`src/verilog/rv32_ctrl_defines.svh`:
```
`ifndef RV32_CTRL_DEFINES_SVH
`define RV32_CTRL_DEFINES_SVH

`define CTRL_INST_WIDTH 32
`define CTRL_REG_ADDR_WIDTH 5
`define CTRL_ECODE_WIDTH 4     // mcause code field
`define CTRL_ALU_OP_WIDTH 4
`define CTRL_MEM_TYPE_WIDTH 3  // funct3 of loads and stores

`endif

```
`src/verilog/rv32_ctrl_pkg.sv`:
```
`include "rv32_ctrl_defines.svh"

package rv32_ctrl_pkg;

   typedef enum logic [6:0] {
      OPC_LOAD     = 7'b0000011,
      OPC_STORE    = 7'b0100011,
      OPC_BRANCH   = 7'b1100011,
      OPC_JAL      = 7'b1101111,
      OPC_JALR     = 7'b1100111,
      OPC_MISC_MEM = 7'b0001111,
      OPC_OP_IMM   = 7'b0010011,
      OPC_OP       = 7'b0110011,
      OPC_SYSTEM   = 7'b1110011,
      OPC_AUIPC    = 7'b0010111,
      OPC_LUI      = 7'b0110111
   } opcode_e;

   typedef enum logic [`CTRL_ALU_OP_WIDTH-1:0] {
      ALU_ADD  = 4'd0,
      ALU_SLL  = 4'd1,
      ALU_XOR  = 4'd4,
      ALU_SRL  = 4'd5,
      ALU_OR   = 4'd6,
      ALU_AND  = 4'd7,
      ALU_SEQ  = 4'd8,
      ALU_SNE  = 4'd9,
      ALU_SUB  = 4'd10,
      ALU_SRA  = 4'd11,
      ALU_SLT  = 4'd12,
      ALU_SGE  = 4'd13,
      ALU_SLTU = 4'd14,
      ALU_SGEU = 4'd15
   } alu_op_e;

   typedef enum logic [1:0] {IMM_I, IMM_S, IMM_U} imm_type_e;
   typedef enum logic [1:0] {SRC_A_RS1, SRC_A_PC, SRC_A_ZERO} src_a_sel_e;
   typedef enum logic [1:0] {SRC_B_RS2, SRC_B_IMM, SRC_B_FOUR} src_b_sel_e;
   typedef enum logic {WB_SRC_ALU, WB_SRC_MEM} wb_src_sel_e;

   typedef enum logic [2:0] {
      PC_PLUS_FOUR,
      PC_BRANCH_TARGET,
      PC_JAL_TARGET,
      PC_JALR_TARGET,
      PC_REPLAY,
      PC_HANDLER
   } pc_src_sel_e;

   typedef enum logic [`CTRL_ECODE_WIDTH-1:0] {
      ECODE_INST_ADDR_MISALIGNED  = 4'd0,
      ECODE_INST_ACCESS_FAULT     = 4'd1,
      ECODE_ILLEGAL_INST          = 4'd2,
      ECODE_BREAKPOINT            = 4'd3,
      ECODE_LOAD_ADDR_MISALIGNED  = 4'd4,
      ECODE_LOAD_ACCESS_FAULT     = 4'd5,
      ECODE_STORE_ADDR_MISALIGNED = 4'd6,
      ECODE_STORE_ACCESS_FAULT    = 4'd7,
      ECODE_ECALL                 = 4'd11  // always m-mode
   } ecode_e;

   localparam logic [2:0] FUNCT3_ADD_SUB = 3'b000;
   localparam logic [2:0] FUNCT3_SLL     = 3'b001;
   localparam logic [2:0] FUNCT3_SLT     = 3'b010;
   localparam logic [2:0] FUNCT3_SLTU    = 3'b011;
   localparam logic [2:0] FUNCT3_XOR     = 3'b100;
   localparam logic [2:0] FUNCT3_SRA_SRL = 3'b101;
   localparam logic [2:0] FUNCT3_OR      = 3'b110;
   localparam logic [2:0] FUNCT3_AND     = 3'b111;

   localparam logic [2:0] FUNCT3_BEQ  = 3'b000;
   localparam logic [2:0] FUNCT3_BNE  = 3'b001;
   localparam logic [2:0] FUNCT3_BLT  = 3'b100;
   localparam logic [2:0] FUNCT3_BGE  = 3'b101;
   localparam logic [2:0] FUNCT3_BLTU = 3'b110;
   localparam logic [2:0] FUNCT3_BGEU = 3'b111;

   localparam logic [2:0] FUNCT3_JALR  = 3'b000;
   localparam logic [2:0] FUNCT3_FENCE = 3'b000;
   localparam logic [2:0] FUNCT3_PRIV  = 3'b000;

   localparam logic [6:0] FUNCT7_MUL_DIV = 7'b0000001;
   localparam logic [11:0] FUNCT12_ECALL = 12'h000;
   localparam logic [11:0] FUNCT12_EBREAK = 12'h001;

endpackage

```
`src/verilog/ctrl_ifs.sv`:
```
`include "rv32_ctrl_defines.svh"

// decoded flags of the instruction in DX, before any kill
interface decode_if;
   import rv32_ctrl_pkg::*;

   logic dmem_en;
   logic dmem_wen;
   logic wr_reg;
   logic bra;
   logic jal;
   logic jalr;
   logic ecall;
   logic ebreak;
   logic illegal;
   logic uses_rs1;
   logic uses_rs2;
   logic [`CTRL_REG_ADDR_WIDTH-1:0] rd;
   wb_src_sel_e wb_src_sel;

   modport dec (output dmem_en, dmem_wen, wr_reg, bra, jal, jalr, ecall, ebreak, illegal,
                       uses_rs1, uses_rs2, rd, wb_src_sel);
   modport user (input dmem_en, dmem_wen, wr_reg, bra, jal, jalr, ecall, ebreak, illegal,
                       uses_rs1, uses_rs2, rd, wb_src_sel);
endinterface

// DX to WB handoff and the WB state fed back
interface stage_if;
   import rv32_ctrl_pkg::*;

   logic wr_reg_dx;
   wb_src_sel_e wb_src_sel_dx;
   logic ex_dx;
   ecode_e ex_code_dx;
   logic killed_dx;
   logic dmem_en_dx;
   logic dmem_wen_dx;
   logic [`CTRL_REG_ADDR_WIDTH-1:0] reg_to_wr_dx;
   logic stall_wb;
   logic ex_wb;
   logic wr_reg_wb;
   logic [`CTRL_REG_ADDR_WIDTH-1:0] reg_to_wr_wb;
   logic load_in_wb;

   modport dx (output wr_reg_dx, wb_src_sel_dx, ex_dx, ex_code_dx, killed_dx, dmem_en_dx,
                      dmem_wen_dx, reg_to_wr_dx,
               input  stall_wb, ex_wb);
   modport wb (input  wr_reg_dx, wb_src_sel_dx, ex_dx, ex_code_dx, killed_dx, dmem_en_dx,
                      dmem_wen_dx, reg_to_wr_dx,
               output stall_wb, ex_wb, wr_reg_wb, reg_to_wr_wb, load_in_wb);
   modport haz (input wr_reg_wb, reg_to_wr_wb, load_in_wb);
endinterface

```
`src/verilog/dx_ctrl.sv`:
```
module dx_ctrl (
   input  logic   clk,
   input  logic   reset,
   input  logic   ex_if,
   input  logic   kill_if,
   input  logic   misaligned_addr_p,
   input  logic   misaligned_fetch,
   input  logic   load_use,
   decode_if.user dec,
   stage_if.dx    stage,
   output logic   stall_dx,
   output logic   kill_dx,
   output logic   redirect,
   output logic   dmem_en,
   output logic   dmem_wen,
   input  logic   branch_taken
);
   import rv32_ctrl_pkg::*;

   logic had_ex_dx;       // fetch fault carried in from IF
   logic prev_killed_dx;
   logic misaligned_addr;
   logic new_ex_dx;

   always_ff @(posedge clk) begin
      if (reset) begin
         had_ex_dx <= 1'b0;
         prev_killed_dx <= 1'b1;  // reset bubble
      end else if (!stall_dx) begin
         had_ex_dx <= ex_if;
         prev_killed_dx <= kill_if;
      end
   end

   assign misaligned_addr = misaligned_addr_p && dec.dmem_en;
   assign new_ex_dx = dec.ebreak || dec.ecall || misaligned_addr || misaligned_fetch ||
                      dec.illegal;
   assign stage.ex_dx = had_ex_dx || new_ex_dx;

   // a hazard never holds an instruction that is already faulting
   assign stall_dx = stage.stall_wb || (load_use && !(stage.ex_dx || stage.ex_wb));
   assign kill_dx = stall_dx || stage.ex_dx || stage.ex_wb;
   assign stage.killed_dx = prev_killed_dx || kill_dx;

   always_comb begin
      stage.ex_code_dx = ECODE_INST_ACCESS_FAULT;
      if (had_ex_dx)
         stage.ex_code_dx = ECODE_INST_ACCESS_FAULT;
      else if (misaligned_addr)
         stage.ex_code_dx = dec.dmem_wen ? ECODE_STORE_ADDR_MISALIGNED :
                                           ECODE_LOAD_ADDR_MISALIGNED;
      else if (misaligned_fetch)
         stage.ex_code_dx = ECODE_INST_ADDR_MISALIGNED;
      else if (dec.illegal)
         stage.ex_code_dx = ECODE_ILLEGAL_INST;
      else if (dec.ebreak)
         stage.ex_code_dx = ECODE_BREAKPOINT;
      else if (dec.ecall)
         stage.ex_code_dx = ECODE_ECALL;
   end

   assign dmem_en = dec.dmem_en && !kill_dx;
   assign dmem_wen = dec.dmem_wen && !kill_dx;
   assign redirect = (branch_taken || dec.jal || dec.jalr) && !kill_dx;

   assign stage.dmem_en_dx = dmem_en;
   assign stage.dmem_wen_dx = dmem_wen;
   assign stage.wr_reg_dx = dec.wr_reg && !kill_dx;
   assign stage.wb_src_sel_dx = dec.wb_src_sel;
   assign stage.reg_to_wr_dx = dec.rd;

endmodule

```
`src/verilog/fetch_ctrl.sv`:
```
module fetch_ctrl (
   input  logic                       clk,
   input  logic                       reset,
   input  logic                       imem_wait,
   input  logic                       imem_badmem_e,
   input  logic                       stall_dx,
   input  logic                       ex_dx,
   input  logic                       ex_wb,
   input  logic                       redirect,
   decode_if.user                     dec,
   output logic                       stall_if,
   output logic                       kill_if,
   output logic                       ex_if,
   output rv32_ctrl_pkg::pc_src_sel_e pc_src_sel
);
   import rv32_ctrl_pkg::*;

   logic replay_if;  // refetch the same pc next cycle

   always_ff @(posedge clk) begin
      if (reset) begin
         replay_if <= 1'b1;
      end else begin
         replay_if <= !stall_dx && imem_wait && !redirect;
      end
   end

   assign stall_if = stall_dx || (imem_wait && !redirect && !ex_wb);
   assign kill_if = stall_if || ex_if || ex_dx || ex_wb || redirect || replay_if;
   assign ex_if = imem_badmem_e && !imem_wait && !redirect && !replay_if;

   always_comb begin
      if (ex_wb)
         pc_src_sel = PC_HANDLER;
      else if (replay_if || (stall_if && !imem_wait))
         pc_src_sel = PC_REPLAY;
      else if (dec.bra)
         pc_src_sel = PC_BRANCH_TARGET;  // datapath falls through when not taken
      else if (dec.jal)
         pc_src_sel = PC_JAL_TARGET;
      else if (dec.jalr)
         pc_src_sel = PC_JALR_TARGET;
      else
         pc_src_sel = PC_PLUS_FOUR;
   end

endmodule

```
`src/verilog/hazard_unit.sv`:
```
`include "rv32_ctrl_defines.svh"

module hazard_unit (
   input  logic [`CTRL_INST_WIDTH-1:0] inst_dx,
   decode_if.user                      dec,
   stage_if.haz                        stage,
   output logic                        bypass_rs1,
   output logic                        bypass_rs2,
   output logic                        load_use
);
   logic [`CTRL_REG_ADDR_WIDTH-1:0] rs1_addr;
   logic [`CTRL_REG_ADDR_WIDTH-1:0] rs2_addr;
   logic raw_rs1;
   logic raw_rs2;

   assign rs1_addr = inst_dx[19:15];
   assign rs2_addr = inst_dx[24:20];

   // x0 never forwards
   assign raw_rs1 = stage.wr_reg_wb && dec.uses_rs1 && (rs1_addr != '0) &&
                    (rs1_addr == stage.reg_to_wr_wb);
   assign raw_rs2 = stage.wr_reg_wb && dec.uses_rs2 && (rs2_addr != '0) &&
                    (rs2_addr == stage.reg_to_wr_wb);

   assign bypass_rs1 = raw_rs1 && !stage.load_in_wb;
   assign bypass_rs2 = raw_rs2 && !stage.load_in_wb;
   assign load_use = stage.load_in_wb && (raw_rs1 || raw_rs2);  // load data not ready yet

endmodule

```
`src/verilog/inst_decoder.sv`:
```
`include "rv32_ctrl_defines.svh"

module inst_decoder (
   input  logic [`CTRL_INST_WIDTH-1:0]     inst_dx,
   input  logic                            cmp_true,
   decode_if.dec                           dec,
   output rv32_ctrl_pkg::alu_op_e          alu_op,
   output rv32_ctrl_pkg::imm_type_e        imm_type,
   output rv32_ctrl_pkg::src_a_sel_e       src_a_sel,
   output rv32_ctrl_pkg::src_b_sel_e       src_b_sel,
   output logic                            branch_taken,
   output logic [2:0]                      dmem_size,
   output logic [`CTRL_MEM_TYPE_WIDTH-1:0] dmem_type
);
   import rv32_ctrl_pkg::*;

   logic [6:0] opcode;
   logic [2:0] funct3;
   logic [6:0] funct7;
   logic [11:0] funct12;
   logic [`CTRL_REG_ADDR_WIDTH-1:0] rs1_addr;
   logic [`CTRL_REG_ADDR_WIDTH-1:0] rd_addr;
   alu_op_e alu_op_arith;

   assign opcode = inst_dx[6:0];
   assign funct3 = inst_dx[14:12];
   assign funct7 = inst_dx[31:25];
   assign funct12 = inst_dx[31:20];
   assign rs1_addr = inst_dx[19:15];
   assign rd_addr = inst_dx[11:7];

   assign dec.rd = rd_addr;
   assign dmem_size = {1'b0, funct3[1:0]};
   assign dmem_type = funct3;  // bit 2 is the unsigned flag

   // OP and OP-IMM share the funct3 map, only OP has SUB
   always_comb begin
      case (funct3)
         FUNCT3_ADD_SUB: alu_op_arith = (opcode == OPC_OP && funct7[5]) ? ALU_SUB : ALU_ADD;
         FUNCT3_SLL:     alu_op_arith = ALU_SLL;
         FUNCT3_SLT:     alu_op_arith = ALU_SLT;
         FUNCT3_SLTU:    alu_op_arith = ALU_SLTU;
         FUNCT3_XOR:     alu_op_arith = ALU_XOR;
         FUNCT3_SRA_SRL: alu_op_arith = funct7[5] ? ALU_SRA : ALU_SRL;
         FUNCT3_OR:      alu_op_arith = ALU_OR;
         FUNCT3_AND:     alu_op_arith = ALU_AND;
      endcase
   end

   always_comb begin
      dec.dmem_en = 1'b0;
      dec.dmem_wen = 1'b0;
      dec.wr_reg = 1'b0;
      dec.bra = 1'b0;
      dec.jal = 1'b0;
      dec.jalr = 1'b0;
      dec.ecall = 1'b0;
      dec.ebreak = 1'b0;
      dec.illegal = 1'b0;
      dec.uses_rs1 = 1'b1;
      dec.uses_rs2 = 1'b0;
      dec.wb_src_sel = WB_SRC_ALU;
      branch_taken = 1'b0;
      imm_type = IMM_I;
      src_a_sel = SRC_A_RS1;
      src_b_sel = SRC_B_IMM;
      alu_op = ALU_ADD;
      case (opcode)
         OPC_LOAD: begin
            dec.dmem_en = 1'b1;
            dec.wr_reg = 1'b1;
            dec.wb_src_sel = WB_SRC_MEM;
         end
         OPC_STORE: begin
            dec.uses_rs2 = 1'b1;
            dec.dmem_en = 1'b1;
            dec.dmem_wen = 1'b1;
            imm_type = IMM_S;
         end
         OPC_BRANCH: begin
            dec.uses_rs2 = 1'b1;
            dec.bra = 1'b1;
            branch_taken = cmp_true;
            src_b_sel = SRC_B_RS2;
            case (funct3)
               FUNCT3_BEQ:  alu_op = ALU_SEQ;
               FUNCT3_BNE:  alu_op = ALU_SNE;
               FUNCT3_BLT:  alu_op = ALU_SLT;
               FUNCT3_BGE:  alu_op = ALU_SGE;
               FUNCT3_BLTU: alu_op = ALU_SLTU;
               FUNCT3_BGEU: alu_op = ALU_SGEU;
               default:     dec.illegal = 1'b1;
            endcase
         end
         OPC_JAL: begin  // link value is pc + 4
            dec.jal = 1'b1;
            dec.wr_reg = 1'b1;
            dec.uses_rs1 = 1'b0;
            src_a_sel = SRC_A_PC;
            src_b_sel = SRC_B_FOUR;
         end
         OPC_JALR: begin
            dec.jalr = 1'b1;
            dec.wr_reg = 1'b1;
            dec.illegal = (funct3 != FUNCT3_JALR);
            src_a_sel = SRC_A_PC;
            src_b_sel = SRC_B_FOUR;
         end
         OPC_MISC_MEM: begin
            // plain fence is a no-op here, fence.i is not supported
            if (funct3 != FUNCT3_FENCE || inst_dx[31:28] != 4'd0 || rs1_addr != '0 ||
                rd_addr != '0)
               dec.illegal = 1'b1;
         end
         OPC_OP_IMM: begin
            dec.wr_reg = 1'b1;
            alu_op = alu_op_arith;
            if (inst_dx[25] && (funct3 == FUNCT3_SLL || funct3 == FUNCT3_SRA_SRL))
               dec.illegal = 1'b1;  // shamt[5] set
         end
         OPC_OP: begin
            dec.uses_rs2 = 1'b1;
            dec.wr_reg = 1'b1;
            src_b_sel = SRC_B_RS2;
            alu_op = alu_op_arith;
            if (funct7 == FUNCT7_MUL_DIV)
               dec.illegal = 1'b1;  // no M extension
         end
         OPC_SYSTEM: begin
            if (funct3 == FUNCT3_PRIV && rs1_addr == '0 && rd_addr == '0) begin
               case (funct12)
                  FUNCT12_ECALL:  dec.ecall = 1'b1;
                  FUNCT12_EBREAK: dec.ebreak = 1'b1;
                  default:        dec.illegal = 1'b1;
               endcase
            end else begin
               dec.illegal = 1'b1;  // csr ops, mret and wfi
            end
         end
         OPC_AUIPC: begin
            dec.wr_reg = 1'b1;
            dec.uses_rs1 = 1'b0;
            src_a_sel = SRC_A_PC;
            imm_type = IMM_U;
         end
         OPC_LUI: begin
            dec.wr_reg = 1'b1;
            dec.uses_rs1 = 1'b0;
            src_a_sel = SRC_A_ZERO;
            imm_type = IMM_U;
         end
         default: dec.illegal = 1'b1;
      endcase
   end

endmodule

```
`src/verilog/rv32_ctrl.sv`:
```
`include "rv32_ctrl_defines.svh"

module rv32_ctrl (
   input  logic                            clk,
   input  logic                            reset,
   input  logic [`CTRL_INST_WIDTH-1:0]     inst_dx,
   input  logic                            imem_wait,
   input  logic                            imem_badmem_e,
   input  logic                            dmem_wait,
   input  logic                            dmem_badmem_e,
   input  logic                            cmp_true,
   input  logic                            misaligned_addr_p,
   input  logic                            misaligned_fetch,
   output rv32_ctrl_pkg::pc_src_sel_e      pc_src_sel,
   output logic                            branch_taken,
   output rv32_ctrl_pkg::imm_type_e        imm_type,
   output logic                            bypass_rs1,
   output logic                            bypass_rs2,
   output rv32_ctrl_pkg::src_a_sel_e       src_a_sel,
   output rv32_ctrl_pkg::src_b_sel_e       src_b_sel,
   output rv32_ctrl_pkg::alu_op_e          alu_op,
   output logic                            dmem_en,
   output logic                            dmem_wen,
   output logic [2:0]                      dmem_size,
   output logic [`CTRL_MEM_TYPE_WIDTH-1:0] dmem_type,
   output logic                            wr_reg_wb,
   output logic [`CTRL_REG_ADDR_WIDTH-1:0] reg_to_wr_wb,
   output rv32_ctrl_pkg::wb_src_sel_e      wb_src_sel_wb,
   output logic                            stall_if,
   output logic                            kill_if,
   output logic                            stall_dx,
   output logic                            kill_dx,
   output logic                            stall_wb,
   output logic                            kill_wb,
   output logic                            exception_wb,
   output rv32_ctrl_pkg::ecode_e           exception_code_wb,
   output logic                            retire_wb
);
   logic ex_if;
   logic redirect;
   logic load_use;

   decode_if dec_bus ();
   stage_if stage_bus ();

   inst_decoder decoder0 (
      .inst_dx(inst_dx), .cmp_true(cmp_true), .dec(dec_bus),
      .alu_op(alu_op), .imm_type(imm_type), .src_a_sel(src_a_sel), .src_b_sel(src_b_sel),
      .branch_taken(branch_taken), .dmem_size(dmem_size), .dmem_type(dmem_type)
   );

   fetch_ctrl fetch0 (
      .clk(clk), .reset(reset), .imem_wait(imem_wait), .imem_badmem_e(imem_badmem_e),
      .stall_dx(stall_dx), .ex_dx(stage_bus.ex_dx), .ex_wb(stage_bus.ex_wb),
      .redirect(redirect), .dec(dec_bus), .stall_if(stall_if), .kill_if(kill_if),
      .ex_if(ex_if), .pc_src_sel(pc_src_sel)
   );

   dx_ctrl dx0 (
      .clk(clk), .reset(reset), .ex_if(ex_if), .kill_if(kill_if),
      .misaligned_addr_p(misaligned_addr_p), .misaligned_fetch(misaligned_fetch),
      .load_use(load_use), .dec(dec_bus), .stage(stage_bus), .stall_dx(stall_dx),
      .kill_dx(kill_dx), .redirect(redirect), .dmem_en(dmem_en), .dmem_wen(dmem_wen),
      .branch_taken(branch_taken)
   );

   wb_ctrl wb0 (
      .clk(clk), .reset(reset), .dmem_wait(dmem_wait), .dmem_badmem_e(dmem_badmem_e),
      .stage(stage_bus), .stall_wb(stall_wb), .kill_wb(kill_wb),
      .exception_wb(exception_wb), .exception_code_wb(exception_code_wb),
      .retire_wb(retire_wb), .wb_src_sel_wb(wb_src_sel_wb)
   );

   hazard_unit hazard0 (
      .inst_dx(inst_dx), .dec(dec_bus), .stage(stage_bus),
      .bypass_rs1(bypass_rs1), .bypass_rs2(bypass_rs2), .load_use(load_use)
   );

   assign wr_reg_wb = stage_bus.wr_reg_wb;
   assign reg_to_wr_wb = stage_bus.reg_to_wr_wb;

endmodule

```
`src/verilog/wb_ctrl.sv`:
```
module wb_ctrl (
   input  logic                       clk,
   input  logic                       reset,
   input  logic                       dmem_wait,
   input  logic                       dmem_badmem_e,
   stage_if.wb                        stage,
   output logic                       stall_wb,
   output logic                       kill_wb,
   output logic                       exception_wb,
   output rv32_ctrl_pkg::ecode_e      exception_code_wb,
   output logic                       retire_wb,
   output rv32_ctrl_pkg::wb_src_sel_e wb_src_sel_wb
);
   import rv32_ctrl_pkg::*;

   logic wr_reg_unkilled_wb;
   logic had_ex_wb;
   ecode_e prev_ex_code_wb;
   logic store_in_wb;
   logic dmem_en_wb;
   logic prev_killed_wb;

   always_ff @(posedge clk) begin
      if (reset) begin
         wr_reg_unkilled_wb <= 1'b0;
         had_ex_wb <= 1'b0;
         store_in_wb <= 1'b0;
         dmem_en_wb <= 1'b0;
         prev_killed_wb <= 1'b1;
      end else if (!stall_wb) begin
         wr_reg_unkilled_wb <= stage.wr_reg_dx;
         had_ex_wb <= stage.ex_dx;
         store_in_wb <= stage.dmem_wen_dx;
         dmem_en_wb <= stage.dmem_en_dx;
         prev_killed_wb <= stage.killed_dx;
      end
   end

   always_ff @(posedge clk) begin
      if (!stall_wb) begin
         prev_ex_code_wb <= stage.ex_code_dx;
         stage.reg_to_wr_wb <= stage.reg_to_wr_dx;
         wb_src_sel_wb <= stage.wb_src_sel_dx;
      end
   end

   assign exception_wb = had_ex_wb || dmem_badmem_e;
   assign stall_wb = dmem_wait && dmem_en_wb && !exception_wb;
   assign kill_wb = stall_wb || exception_wb;

   // a bus fault in WB only names the cause when DX raised none
   always_comb begin
      exception_code_wb = prev_ex_code_wb;
      if (!had_ex_wb && dmem_badmem_e)
         exception_code_wb = wr_reg_unkilled_wb ? ECODE_LOAD_ACCESS_FAULT :
                                                  ECODE_STORE_ACCESS_FAULT;
   end

   assign retire_wb = !(kill_wb || prev_killed_wb);

   assign stage.stall_wb = stall_wb;
   assign stage.ex_wb = exception_wb;
   assign stage.wr_reg_wb = wr_reg_unkilled_wb && !kill_wb;
   assign stage.load_in_wb = dmem_en_wb && !store_in_wb;

endmodule
```
`config.mk`:
```
export PLATFORM = sky130hd
export DESIGN_NAME = rv32_ctrl
export DESIGN_NICKNAME = d
export VERILOG_FILES = /design/src/verilog/rv32_ctrl_pkg.sv /design/src/verilog/ctrl_ifs.sv /design/src/verilog/dx_ctrl.sv /design/src/verilog/fetch_ctrl.sv /design/src/verilog/hazard_unit.sv /design/src/verilog/inst_decoder.sv /design/src/verilog/rv32_ctrl.sv /design/src/verilog/wb_ctrl.sv
export VERILOG_INCLUDE_DIRS = /design/src /design/src/verilog
export SDC_FILE = /design/constraint.sdc
export NUM_CORES = 1
export LEC_CHECK = 0
export BUFFER_PORTS_ARGS = -buffer_cell sky130_fd_sc_hd__buf_2
export CAP_MARGIN = 5
export CORE_ASPECT_RATIO = 0.7
export CORE_MARGIN = 2
export CORE_UTILIZATION = 48
export CTS_CLUSTER_DIAMETER = 200
export DETAILED_ROUTE_END_ITERATION = 16
export PLACE_DENSITY = 0.91
export SYNTH_ARGS = -nofsm -noshare
export SYNTH_HDL_FRONTEND = slang
export SYNTH_HIERARCHICAL = 1
export SYNTH_SLANG_ARGS = --single-unit
```
`constraint.sdc`:
```
create_clock -name clk -period 4 [get_ports clk]
set_input_delay 0.4 -clock clk [delete_from_list [all_inputs] [get_ports clk]]
set_output_delay 0.4 -clock clk [all_outputs]
set_load 0.005 [all_outputs]
```
==> Yosys cells after proc, flatten, opt, wreduce, memory -nomap -nowiden <==
Index checks and enable logic that the tools add are counted.
{ "totals": {"register_bits": 18, "wordCells": 169} }
{ "classes": {"n_mux": 44, "eq_ne": 22, "reduce_logical": 92} }
{ "ops": {"columns": ["op", "count"], "rows": [
  ["logical AND 1 bit", 32],
  ["two-way mux 4 bit", 8],
  ["case mux 4 bit (8 select lines)", 1],
  ["== test 7 bit (second input constant)", 4],
  ["logical OR 1 bit", 27],
  ["case mux 4 bit (6 select lines)", 1],
  ["two-way mux 1 bit", 22],
  ["== test 7 x 6 -> 1 bit (second input constant)", 3],
  ["nonzero test 5 bit", 3],
  ["== test 7 x 5 -> 1 bit (second input constant)", 2],
  ["== test 12 x 1 -> 1 bit (second input constant)", 1],
  ["== test 3 bit (second input constant)", 4],
  ["logical NOT 1 bit", 12],
  ["logical NOT 12 bit", 1],
  ["two-way mux 3 bit", 4],
  ["case mux 2 bit (2 select lines)", 3],
  ["OR reduction 2 bit", 6],
  ["== test 5 bit", 2],
  ["logical NOT 5 bit", 2],
  ["OR reduction 3 bit", 3],
  ["case mux 4 bit (2 select lines)", 1],
  ["== test 7 x 1 -> 1 bit (second input constant)", 1],
  ["== test 7 x 2 -> 1 bit (second input constant)", 1],
  ["== test 7 x 4 -> 1 bit (second input constant)", 1],
  ["10 further kinds", 13]
]} }

==> Longest topological paths before layout <==
Gate-level depths: netlist (run 1).
{ "logic_depth": {"depth_word": 27, "ltp_mapped": 18, "mapped_depth_nobuf": 18} }

==> By module <==
Netlist (run 1), hierarchy kept.
{ "modules_own_cells": {"columns": ["module", "seq_area_each_um2", "area_per_inst_um2", "instances", "cells_per_inst"], "rows": [
  ["inst_decoder", 0.0, 640.6, 1, 107],
  ["wb_ctrl", 400.4, 599.3, 1, 42],
  ["dx_ctrl", 40.0, 332.8, 1, 48],
  ["hazard_unit", 0.0, 180.2, 1, 25],
  ["fetch_ctrl", 20.0, 118.9, 1, 16]
]} }

==> Worst setup path before layout (run 1) <==
No wires, ideal clock.
{ "synth_timing": {"path_kind": "input -> output", "from": "input port inst_dx[3]", "to": "output port kill_if", "cell_stages": 12, "arrival_ns": 2.853, "slack_ns": 0.747, "cell_sequence": "buf_2 > and4bb_2 > nand2_1 > a21oi_1 > o2111ai_1 > or4_4 > o22ai_1 > or2b_2 > nor3_2 > or2_1 > o21bai_2 > nand3b_1"} }
{ "synth_rtl": {"columns": ["element", "line", "source"], "rows": [
  ["start, declared", "rv32_ctrl.sv:6", "input logic [`CTRL_INST_WIDTH-1:0] inst_dx,"],
  ["== test 7 x 6 -> 1 bit / == test 7 bit (equally long branches)", "inst_decoder.sv:68", "case (opcode)"],
  ["OR reduction 3 bit (no line) *", null, null],
  ["two-way mux 1 bit *", "inst_decoder.sv:68", null],
  ["via dec_bus.uses_rs2", "ctrl_ifs.sv:17", "logic uses_rs2;"],
  ["logical AND 1 bit * (3 in a row)", "hazard_unit.sv:22", "assign raw_rs2 = stage.wr_reg_wb && dec.uses_rs2 && (rs2_addr != '0) &&"],
  ["logical OR 1 bit *", "hazard_unit.sv:27", "assign load_use = stage.load_in_wb && (raw_rs1 || raw_rs2);"],
  ["logical AND 1 bit *", "hazard_unit.sv:27", null],
  ["via load_use", "rv32_ctrl.sv:41", "logic load_use;"],
  ["[... 2 more ...]", null, null],
  ["via stall_dx", "rv32_ctrl.sv:31", "output logic stall_dx,"],
  ["logical OR 1 bit (2 in a row)", "dx_ctrl.sv:42", "assign kill_dx = stall_dx || stage.ex_dx || stage.ex_wb;"],
  ["logical NOT 1 bit", "dx_ctrl.sv:64", "assign redirect = (branch_taken || dec.jal || dec.jalr) && !kill_dx;"],
  ["logical AND 1 bit", "dx_ctrl.sv:64", null],
  ["logical NOT 1 bit", "fetch_ctrl.sv:28", "assign stall_if = stall_dx || (imem_wait && !redirect && !ex_wb);"],
  ["logical AND 1 bit (2 in a row)", "fetch_ctrl.sv:28", null],
  ["logical OR 1 bit *", "fetch_ctrl.sv:28", null],
  ["via stall_if", "rv32_ctrl.sv:29", "output logic stall_if,"],
  ["logical OR 1 bit * (5 in a row)", "fetch_ctrl.sv:29", "assign kill_if = stall_if || ex_if || ex_dx || ex_wb || redirect || replay_if;"],
  ["end, declared", "rv32_ctrl.sv:30", "output logic kill_if,"]
]} }
Mark *: on every way through the listed nets, which the timed path passes. The rest lies on a longest branch.

==> Worst setup path after layout (run 1) <==
{ "layout_timing": {"from": "input port inst_dx[5]", "to": "output port kill_if"} }
{ "layout_rtl": {"columns": ["element", "line", "source"], "rows": [
  ["== test 7 bit *", "inst_decoder.sv:68", null],
  ["two-way mux 1 bit *", "inst_decoder.sv:68", null],
  ["via dec_bus.jal", "ctrl_ifs.sv:11", "logic jal;"],
  ["logical OR 1 bit * (2 in a row)", "dx_ctrl.sv:64", null],
  ["logical AND 1 bit *", "dx_ctrl.sv:64", null],
  ["logical NOT 1 bit", "fetch_ctrl.sv:28, fetch_ctrl.sv:30", null],
  ["logical AND 1 bit (2 in a row)", "fetch_ctrl.sv:28", null],
  ["logical OR 1 bit", "fetch_ctrl.sv:28", null],
  ["logical OR 1 bit (3 in a row)", "fetch_ctrl.sv:29", null],
  ["logical OR 1 bit * (2 in a row)", "fetch_ctrl.sv:29", null]
]} }
Marks and branches as above.

==> impl_metrics.yaml, run 1 <==
worst_setup_path:
  slowest_stage: "or4_4"
  critical-path-max-stage-delay_ns: 0.59
  r2r_slack_ns: 0.67
  reg2reg_depth: 13
  cp.required_ns: 3.60
  critPathCaptureType: "output pin"
  cp.arrival_ns: 3.41
  worstSetupPathType: "in -> out"
  start_kind: "primary input"
  critPathMaxFanout: 17
  rr_startpoint: "wb0/dmem_en_wb"
  path_common_cell: "buf_2"
  r2r-end: "dx0/prev_killed_dx"
  crit_chain: "buf_2 > and3b_2 > nand3_1 > inv_1 > and2_1 > nor2_2 > o2111ai_1 > or4_4 > o22ai_4 > or2b_2 > nor3_2 > or2_1 > o21bai_2 > nand3b_1 > buf_2"
timing:
  grt_setup_unrepaired: "false"
  fmax_ghz: 0.262
  drv_slew: 0
  setup_violations: 0
  fin_setup_tns_ns: 0
  hold_viol: 0
  maxSlewHeadroom_pct: 63.8
  tightest_slew_ns: 0.539
  skew_ns: 0.00301
  holdWs_ns: 0.334
  period_share_pct: 95.3
  layout_min_cycle_time_ns: 3.81
synthesis:
  async_flop_share_pct: 0
  syn_inst: 238
  synthesis.area_um2: 1870
  synth_edf_count: 10
  synth_ff_type: "edfxtp_1"
  syn_avg_cell_area_um2: 7.86
  syn_nets: 279
  synth_cell_types: 63
  yosysWarnings: 6
  yosysSeqAreaShare_pct: 24.6
  synth-seq-cells: 18
finish:
  nFillCells: 335
  nets: 339
  num_antenna_cells: 0
  drive_above_1_share_pct: 37.7
  design_area_um2: 2250
  fin_util_pct: 61.9
  syn_to_final_growth_pct: 20.0
hold_path:
  whs_path_depth: 1
  holdCritStartpoint: "inst_dx[10]"
  hp-class: "in -> reg"
  min_to: "wb0/stage.reg_to_wr_wb[3]"
clock_network:
  clkLatencyLatePin_ns: 0.26
  clock_path_buffers: 2
  clkSinkCount: 18
  cts_tree: "done"
  postCtsHoldBufs: 0
  clockRootBuffer: "clkbuf_8"
  cts_buffers: 3
  htree_levels: 1
  path_clk_slew_ns: 0.07
floorplanning:
  core-area_um2: 3630
  die_w_um: 78.6
  io_pins: 84
  die_y_um: 56.2
  die_area_um2: 4420
  rows: 18
  start_util_pct: 51.6
run_status:
  outcome: "finished clean"
grt:
  grt_pass1_vias: 1721
  grt_pass1_wl_um: 8040
  antenna_found_initial: 0
  grt_max_degree: 18
  grt_overflow: 0
  grt_usage_pct: 22.7
drt:
  first_pass_iters: 4
  postRouteWirelength_um: 4960
  ant_nets: 0
  routed_via_density: 5.61
  wire_per_inst_um: 14.3
  remaining_drc_errors: 0
  drt_first_iter_violations: 103
  vias: 1945
power_and_ir_drop:
  leakage_nw: 0.985
  vdd_drop_max_mv: 0.108
  power_density_nw_per_um2: 205
job:
  drv_cap: 0
placement:
  globalplace.congestion: 0.901
  place_hpwl_um: 3900
  dpl_cell_area_um2: 2160
  portBuffers: 82
-- worst max-delay path by stage --
stage / slack [ns] / to / startpoint / depth (start not counted)
finish: 0.19 / kill_if / inst_dx[5] / 15
detailed placement: 0.14 / kill_if / inst_dx[5] / 15
global placement: 0.35 / kill_if / inst_dx[5] / 15
CTS: 0.12 / kill_if / inst_dx[5] / 15
floorplan: 0.75 / kill_if / inst_dx[3] / 12
global route: 0.002 / kill_if / inst_dx[5] / 15
-- layer usage --
layer,up-vias,part of all wire [%],track usage [%]
met4,0,1.6,10.0
met2,110,43,31.6
li1,953,-,-
met3,9,9.5,3.73
met5,-,0,0
met1,873,46,33.8
-- cell usage in the layout (no fill, tap or decap), types with 2 or more instances in the layout --
cell type   n
a211oi_1    3
dfxtp_1     8
edfxtp_1   10
and3_1      3
nand2_1    12
buf_4       3
and2b_1     2
nand3_1     6
nor3b_1     2
or4_4       3
o21bai_1    3
nor3_1     11
inv_1      11
buf_2      82
a22o_1      2
xnor2_1     2
inv_2       2
xor2_1      5
a21oi_1    10
clkbuf_8    4
o2111ai_1   2
or2_1       2
nor4_2      2
nand2b_1   11
nor3_2      2
o21ai_0     7
nor4_1      7
a31oi_1     2
and2_1     10
nand4b_1    2
nor2b_1     4
nand4bb_1   2
o211ai_1    2
mux2i_1     3
nand3b_1    2
nor4b_1     2
nor2_1     24
-- sequential cells by signal (all words and copies together) (netlist names) --
| name | cells |
|---|---|
| wb0/store_in_wb | 1 |
| wb0/prev_killed_wb | 1 |
| dx0/had_ex_dx | 1 |
| wb0/wr_reg_unkilled_wb | 1 |
| wb0/dmem_en_wb | 1 |
| wb0/prev_ex_code_wb | 4 |
| dx0/prev_killed_dx | 1 |
| wb0/wb_src_sel_wb | 1 |
| wb0/had_ex_wb | 1 |
| fetch0/replay_if | 1 |
| wb0/stage.reg_to_wr_wb | 5 |
-- cell families after synthesis --
| kind of cell | after synthesis | synth area share (%) |
|---|---|---|
| and+or+nand+nor | 119 | 39.2 |
| other | 1 | 0.200 |
| xor gates and xnor gates | 8 | 4.14 |
| muxes | 4 | 2.21 |
| buffers and inverters | 43 | 13.2 |
| AOI/OAI and AO/OA | 45 | 16.5 |
| DFF | 18 | 24.6 |
-- cell type report --
class | instances | area [µm²] | share of cell area (%)
Timing Repair Buffer | 85 | 433 | 19.3
Tap cell | 50 | 62.6 | 2.79
Inverter | 13 | 48.8 | 2.17
Multi-Input combinational cell | 177 | 1190 | 52.8
Clock buffer | 4 | 55.1 | 2.45
Sequential cell | 18 | 460 | 20.5
-- worst max-delay path, delay by kind of cell --
| kind | cells | cell delay (ns) |
|---|---|---|
| compound gates | 3 | 0.43 |
| buf+inv | 3 | 0.38 |
| simple gates | 9 | 2.20 |
-- power by group --
part	total [W]	internal, W	switching (W)	leakage, nW
logic	0.000104	0.0000477	0.0000566	0.778
registers	0.000205	0.000200	0.00000501	0.178
clock network	0.000150	0.0000876	0.0000628	0.0288
-- cell usage after synthesis, drive strengths merged (3+ instances only) --
master	n	area [µm²]
nand2	12	45.0
o21ai	9	48.8
nor3b	3	27.5
nor4	9	68.8
edfxtp	10	300
clkbuf	6	22.5
xor2	6	60.1
inv	13	48.8
and2	10	62.6
and3	3	18.8
nand4bb	3	50.1
nor3	13	75.1
mux2i	3	30.0
dfxtp	8	160
nand3	6	30.0
nor2b	4	25.0
buf	24	175
or2	3	18.8
a211oi	3	22.5
o21bai	4	33.8
a21oi	10	50.1
or4	3	30.0
nor2	25	93.8
nand2b	11	68.8
-- what timing repair did --
action	in CTS	in global routing
setup endpoints to repair	0	4
setup buffers	0	1
resized for setup	0	5
-- stage by stage --
stage,setup WS (ns),power [W],instances
2_1_floorplan,0.747,0.000273,238
3_3_place_gp,0.355,0.000310,342
3_5_place_dp,0.137,0.000311,342
4_1_cts,0.121,0.000460,346
5_1_grt,0.00173,0.000481,347
6_report,0.187,0.000460,347
Note: power is estimated with default switching activity, not from simulation.
==> run 2, diff against run 1 <==
- CELL_PAD_IN_SITES_DETAIL_PLACEMENT: not set -> 1
- CELL_PAD_IN_SITES_GLOBAL_PLACEMENT: not set -> 2
- CORE_UTILIZATION: 48 -> 24
- PLACE_DENSITY: 0.91 -> 0.9
- SYNTH_HIERARCHICAL: 1 -> not set
==> impl_metrics.yaml, run 2 <==
run_status:
  outcome: "finished clean"
synthesis:
  yosysSeqAreaShare_pct: 28.4
  synth_most_common_cell: "nor2_1"
  synthTopCellsByCount: "nor2_1, nand2_1, o21ai_0, edfxtp_1"
  syn_nets: 245
  synth-seq-cells: 18
  syn_avg_cell_area_um2: 7.94
  synth_ff_type: "edfxtp_1"
  synth_cell_types: 61
  synth_top_area_share_pct: 18.5
  synthesis.area_um2: 1620
  synth_edf_count: 10
  syn_inst: 204
  async_flop_share_pct: 0
  yosysWarnings: 0
  synth_top_cell_by_area: "edfxtp_1"
  synth_area_leaders: "edfxtp_1, dfxtp_1, nor2_1, xnor2_1, nand2_1"
finish:
  drive_above_1_share_pct: 35.0
  syn_to_final_growth_pct: 32.9
  top_register: "wb0.stage.reg_to_wr_wb"
  reg_top3: "wb0.stage.reg_to_wr_wb: 5 flops, wb0.prev_ex_code_wb: 4 flops"
  mostFrequentLayoutCells: "buf_2, nor2_1, nand2_1"
  largest_register_ffs: 5
  num_antenna_cells: 0
  nets: 322
  layout_commonest_cell: "buf_2"
clock_network:
  cts_buffers: 3
  path_clk_slew_ns: 0.07
  clkLatencyLatePin_ns: 0.26
  postCtsHoldBufs: 0
  post_cts_buffers: 0
  clkSinkCount: 18
  clockRootBuffer: "clkbuf_8"
  postCtsResizedCells: 0
  clock_path_buffers: 2
  htree_levels: 1
  cts_tree: "done"
hold_path:
  whs_path_depth: 1
  holdCritStartpoint: "inst_dx[9]"
  hp-class: "in -> reg"
  min_to: "wb0.stage.reg_to_wr_wb[2]"
floorplanning:
  die_w_um: 102
  start_util_pct: 24.4
  rows: 25
  io_pins: 84
  die_y_um: 72.7
  core-area_um2: 6630
  die_area_um2: 7430
timing:
  fmax_ghz: 0.291
  period_share_pct: 85.9
  setup_violations: 0
  tightest_slew_ns: 0.754
  maxSlewHeadroom_pct: 49.4
  holdWs_ns: 0.337
  fin_setup_tns_ns: 0
  skew_ns: 0.0103
  layout_min_cycle_time_ns: 3.44
  grt_setup_unrepaired: "false"
  hold_viol: 0
  drv_slew: 0
worst_setup_path:
  crit_chain: "buf_2 > or4_4 > or2_4 > o31a_1 > or4_1 > nor4_4 > inv_2 > nor2_1 > buf_2"
  r2r-end: "dx0.had_ex_dx"
  cp.arrival_ns: 3.04
  cp.required_ns: 3.60
  r2r_slack_ns: 1.57
  worst-path-buf-inv: 3
  worstSetupPathType: "in -> out"
  slowest_stage: "or4_1"
  crit_family: "simple AND/OR/NAND/NOR gates"
  critPathCaptureType: "output pin"
  rr_startpoint: "wb0.dmem_en_wb"
  start_kind: "primary input"
  path_common_cell: "buf_2"
  critical-path-max-stage-delay_ns: 0.69
  critPathMaxFanout: 6
  reg2reg_depth: 7
power_and_ir_drop:
  leakage_nw: 0.951
  totalPowerFinal_w: 0.000468
  power_density_nw_per_um2: 217
  vdd_drop_max_mv: 0.104
placement:
  globalplace.congestion: 0.875
  place_hpwl_um: 4930
  portBuffers: 82
grt:
  grt_pass1_vias: 1836
  grt_usage_pct: 16.4
  grt_max_degree: 17
  grt_pass1_wl_um: 9650
  grt_overflow: 0
  antenna_found_initial: 0
drt:
  remaining_drc_errors: 0
  wl_met1_um: 3060
  ant_nets: 0
  wl_met3_um: 450
  top_layer_used: "met4"
  first_pass_iters: 4
  wire_per_inst_um: 15.9
  drt_first_iter_violations: 136
  vias: 1837
  routed_via_density: 4.91
  postRouteWirelength_um: 5940
  met2_length_um: 2390
job:
  drv_cap: 0
run 2: worst max path at each step:
stage / cells past startpoint / end / slack (ns) / start
after CTS: 9 / dmem_wen / 0.55 / inst_dx[15]
after floorplan: 8 / dmem_wen / 0.95 / inst_dx[15]
after global placement: 9 / dmem_wen / 0.63 / inst_dx[15]
after detailed placement: 9 / dmem_wen / 0.57 / inst_dx[15]
final: 9 / dmem_wen / 0.56 / inst_dx[15]
after global routing: 9 / dmem_wen / 0.43 / inst_dx[15]
run 2: final cells by class:
type | count | area, µm²
timing repair buffer | 85 | 433
inverter | 10 | 37.5
clock buffer | 4 | 55.1
sequential | 18 | 460
tap | 94 | 118
multi-input combinational | 163 | 1050
fill | 845 | 4480
run 2: cells by family after synthesis:
logic type | synth area share, %
other | 0.232
buffers and inverters | 6.80
xor gates and xnor gates | 5.41
AOI/OAI and AO/OA | 24.5
DFF | 28.4
muxes | 1.31
and+or+nand+nor | 33.3
run 2: worst reg2reg max path: cells and delay by family (launching register included):
family,cells,cell delay (ns)
AO/OA/AOI/OAI,5,1.59
buffers and inverters,1,0.22
flip-flops,1,0.35
multiplexers,1,0.20
run 2: layer usage:
metal | up-vias | track usage [%]
met1 | 856 | 24.9
met3 | 6 | 4.21
li1 | 914 | -
met4 | 0 | 2.22
met5 | - | 0
met2 | 61 | 23.8
run 2: where the power goes:
group / internal, W / switching (W)
Combinational: 0.0000480 / 0.0000627
Sequential: 0.000200 / 0.00000464
Clock: 0.0000876 / 0.0000649
run 2: metrics by stage:
step	cells	util (%)	setup WS, ns	instance area, µm²
floorplan	204	-	0.948	1620
global placement	370	31.6	0.625	2100
detailed placement	370	31.6	0.567	2100
CTS	374	32.5	0.555	2150
global route	374	32.5	0.427	2150
finish	374	32.5	0.564	2150
==> run 3, diff against run 2 <==
- ABC_AREA: not set -> 1
- CORE_UTILIZATION: 24 -> 22
==> impl_metrics.yaml, run 3 <==
finish:
  drive_above_1_share_pct: 34.0
  nets: 386
  seq_area_um2: 460
  layout_commonest_cell: "buf_2"
  largest_register_ffs: 5
  multi_input_area_um2: 938
  mostFrequentLayoutCells: "buf_2, nor2_1, nand2_1"
  nFillCells: 988
  design_area_um2: 2160
  num_antenna_cells: 0
  reg_top3: "wb0.stage.reg_to_wr_wb: 5 flops, wb0.prev_ex_code_wb: 4 flops"
  syn_to_final_growth_pct: 32.7
  fin_util_pct: 29.9
  top_register: "wb0.stage.reg_to_wr_wb"
power_and_ir_drop:
  combPwrFrac_pct: 22.9
  power_density_nw_per_um2: 201
  totalPowerFinal_w: 0.000434
  vdd_drop_max_mv: 0.118
  pwr-share-seq_pct: 47.2
  swShare_pct: 28.8
  total_switching_power_w: 0.000125
  intPower_w: 0.000310
  pwr-share-clk_pct: 29.9
  leakage_nw: 1.15
timing:
  tightest_slew_ns: 0.626
  drv_slew: 0
  fin_setup_tns_ns: 0
  worst_slack_ns: 1.29
  fmax_ghz: 0.369
  period_share_pct: 67.8
  setup_violations: 0
  skew_ns: 0.00757
  layout_min_cycle_time_ns: 2.71
  grt_setup_unrepaired: "false"
  hold_viol: 0
  maxSlewHeadroom_pct: 58.2
synthesis:
  synth_edf_count: 10
  synth_top_cell_by_area: "edfxtp_1"
  syn_avg_cell_area_um2: 6.17
  syn_nets: 305
  synth_top_area_share_pct: 18.4
  synthesis.area_um2: 1630
  synth-seq-cells: 18
  synth_most_common_cell: "nor2_1"
  yosysSeqAreaShare_pct: 28.3
  synth_cell_types: 31
  synth_area_leaders: "edfxtp_1, nor2_1, nand2_1, dfxtp_1, inv_1"
  synthTopCellsByCount: "nor2_1, nand2_1, inv_1, nand3_1, a21oi_1"
  syn_inst: 264
  yosysWarnings: 0
  synth_ff_type: "edfxtp_1"
  async_flop_share_pct: 0
drt:
  first_pass_iters: 4
  ant_nets: 0
  wire_per_inst_um: 13.5
  postRouteWirelength_um: 5950
  remaining_drc_errors: 0
  vias: 1952
  drt_first_iter_violations: 65
  routed_via_density: 4.42
floorplanning:
  core-area_um2: 7220
  die_area_um2: 8120
  die_w_um: 107
  die_y_um: 76.0
  rows: 26
  io_pins: 84
  start_util_pct: 22.6
worst_setup_path:
  rr_startpoint: "wb0.had_ex_wb"
  critPathCaptureType: "output pin"
  crit_chain: "nor2_4 > nand2_2 > nor2_2 > nand4_1 > nor2_1 > nand2_1 > nand2_1 > nand2_2 > o21ai_4 > a21oi_1 > o21ai_1 > nand2_1 > buf_2"
  critical-path-max-stage-delay_ns: 0.34
  slowest_stage: "dfxtp_1"
  start_kind: "flop"
  critPathMaxFanout: 6
  cp.arrival_ns: 2.31
  crit_family: "simple AND/OR/NAND/NOR gates"
  worst-path-buf-inv: 1
  reg2reg_depth: 10
  worstSetupPathType: "reg -> out"
  cp.required_ns: 3.60
  r2r-end: "dx0.prev_killed_dx"
  r2r_slack_ns: 1.93
  path_common_cell: "nand2_1"
grt:
  grt_usage_pct: 14.8
  grt_pass1_wl_um: 9650
  antenna_found_initial: 0
  grt_max_degree: 16
  grt_overflow: 0
  grt_pass1_vias: 1992
clock_network:
  cts_tree: "done"
  post_cts_buffers: 0
  htree_levels: 1
  postCtsResizedCells: 0
  cts_buffers: 3
  clockRootBuffer: "clkbuf_8"
  clkLatencyLatePin_ns: 0.26
  clkSinkCount: 18
  postCtsHoldBufs: 0
  clock_path_buffers: 2
  path_clk_slew_ns: 0.07
placement:
  globalplace.congestion: 0.854
  dp_slack_ns: 1.34
  dpl_cell_area_um2: 2120
  place_hpwl_um: 5110
  portBuffers: 82
run_status:
  outcome: "finished clean"
job:
  drv_cap: 0
hold_path:
  min_to: "wb0.stage.reg_to_wr_wb[0]"
  whs_path_depth: 1
  hp-class: "in -> reg"
  holdCritStartpoint: "inst_dx[7]"
run 3: per-stage QoR:
step	hold WS [ns]	cells
2_1_floorplan	0.434	264
3_3_place_gp	0.456	438
3_5_place_dp	0.469	438
4_1_cts	0.334	442
5_1_grt	0.337	442
6_report	0.332	442
run 3: final cells by class:
class                   instances  area share (%)
multi-input cells             191            43.4
flip-flops and latches         18            21.3
repair buffers                 82            19.0
inverters                      49            8.56
well taps                      98            5.67
clock buffers                   3            1.91
clock inverters                 1           0.174
run 3: how the worst max path moves through the flow:
stage	from	to	depth (start not counted)
4_1_cts	wb0.had_ex_wb	pc_src_sel[0]	13
6_report	wb0.had_ex_wb	pc_src_sel[0]	13
5_1_grt	wb0.had_ex_wb	pc_src_sel[0]	13
3_5_place_dp	inst_dx[1]	dmem_wen	16
3_3_place_gp	inst_dx[1]	dmem_wen	16
2_1_floorplan	inst_dx[1]	pc_src_sel[1]	14
run 3: metal layers:
layer	GRT usage [%]	part of all wire, %	up-vias
met5	0	0	-
li1	-	-	986
met3	3.42	6.5	2
met2	24.5	44	53
met4	1.17	0.17	0
met1	20.5	49	911
run 3: cells by family after synthesis:
family / share of synthesized area (%)
flip-flops: 28.3
other: 0.230
AO/OA/AOI/OAI: 10.6
buffers and inverters: 14.1
XOR/XNOR: 1.08
AND/OR/NAND/NOR: 45.7
run 3: power by group through the flow:
| stage | sequential (W) | combinational (W) | clock [W] |
|---|---|---|---|
| 6_report | 0.000205 | 0.0000993 | 0.000130 |
| 4_1_cts | 0.000205 | 0.000100 | 0.000132 |
| 5_1_grt | 0.000206 | 0.000113 | 0.000139 |
| 3_5_place_dp | 0.000209 | 0.0000996 | 0 |
| 3_3_place_gp | 0.000209 | 0.0000973 | 0 |
| 2_1_floorplan | 0.000208 | 0.0000521 | 0 |
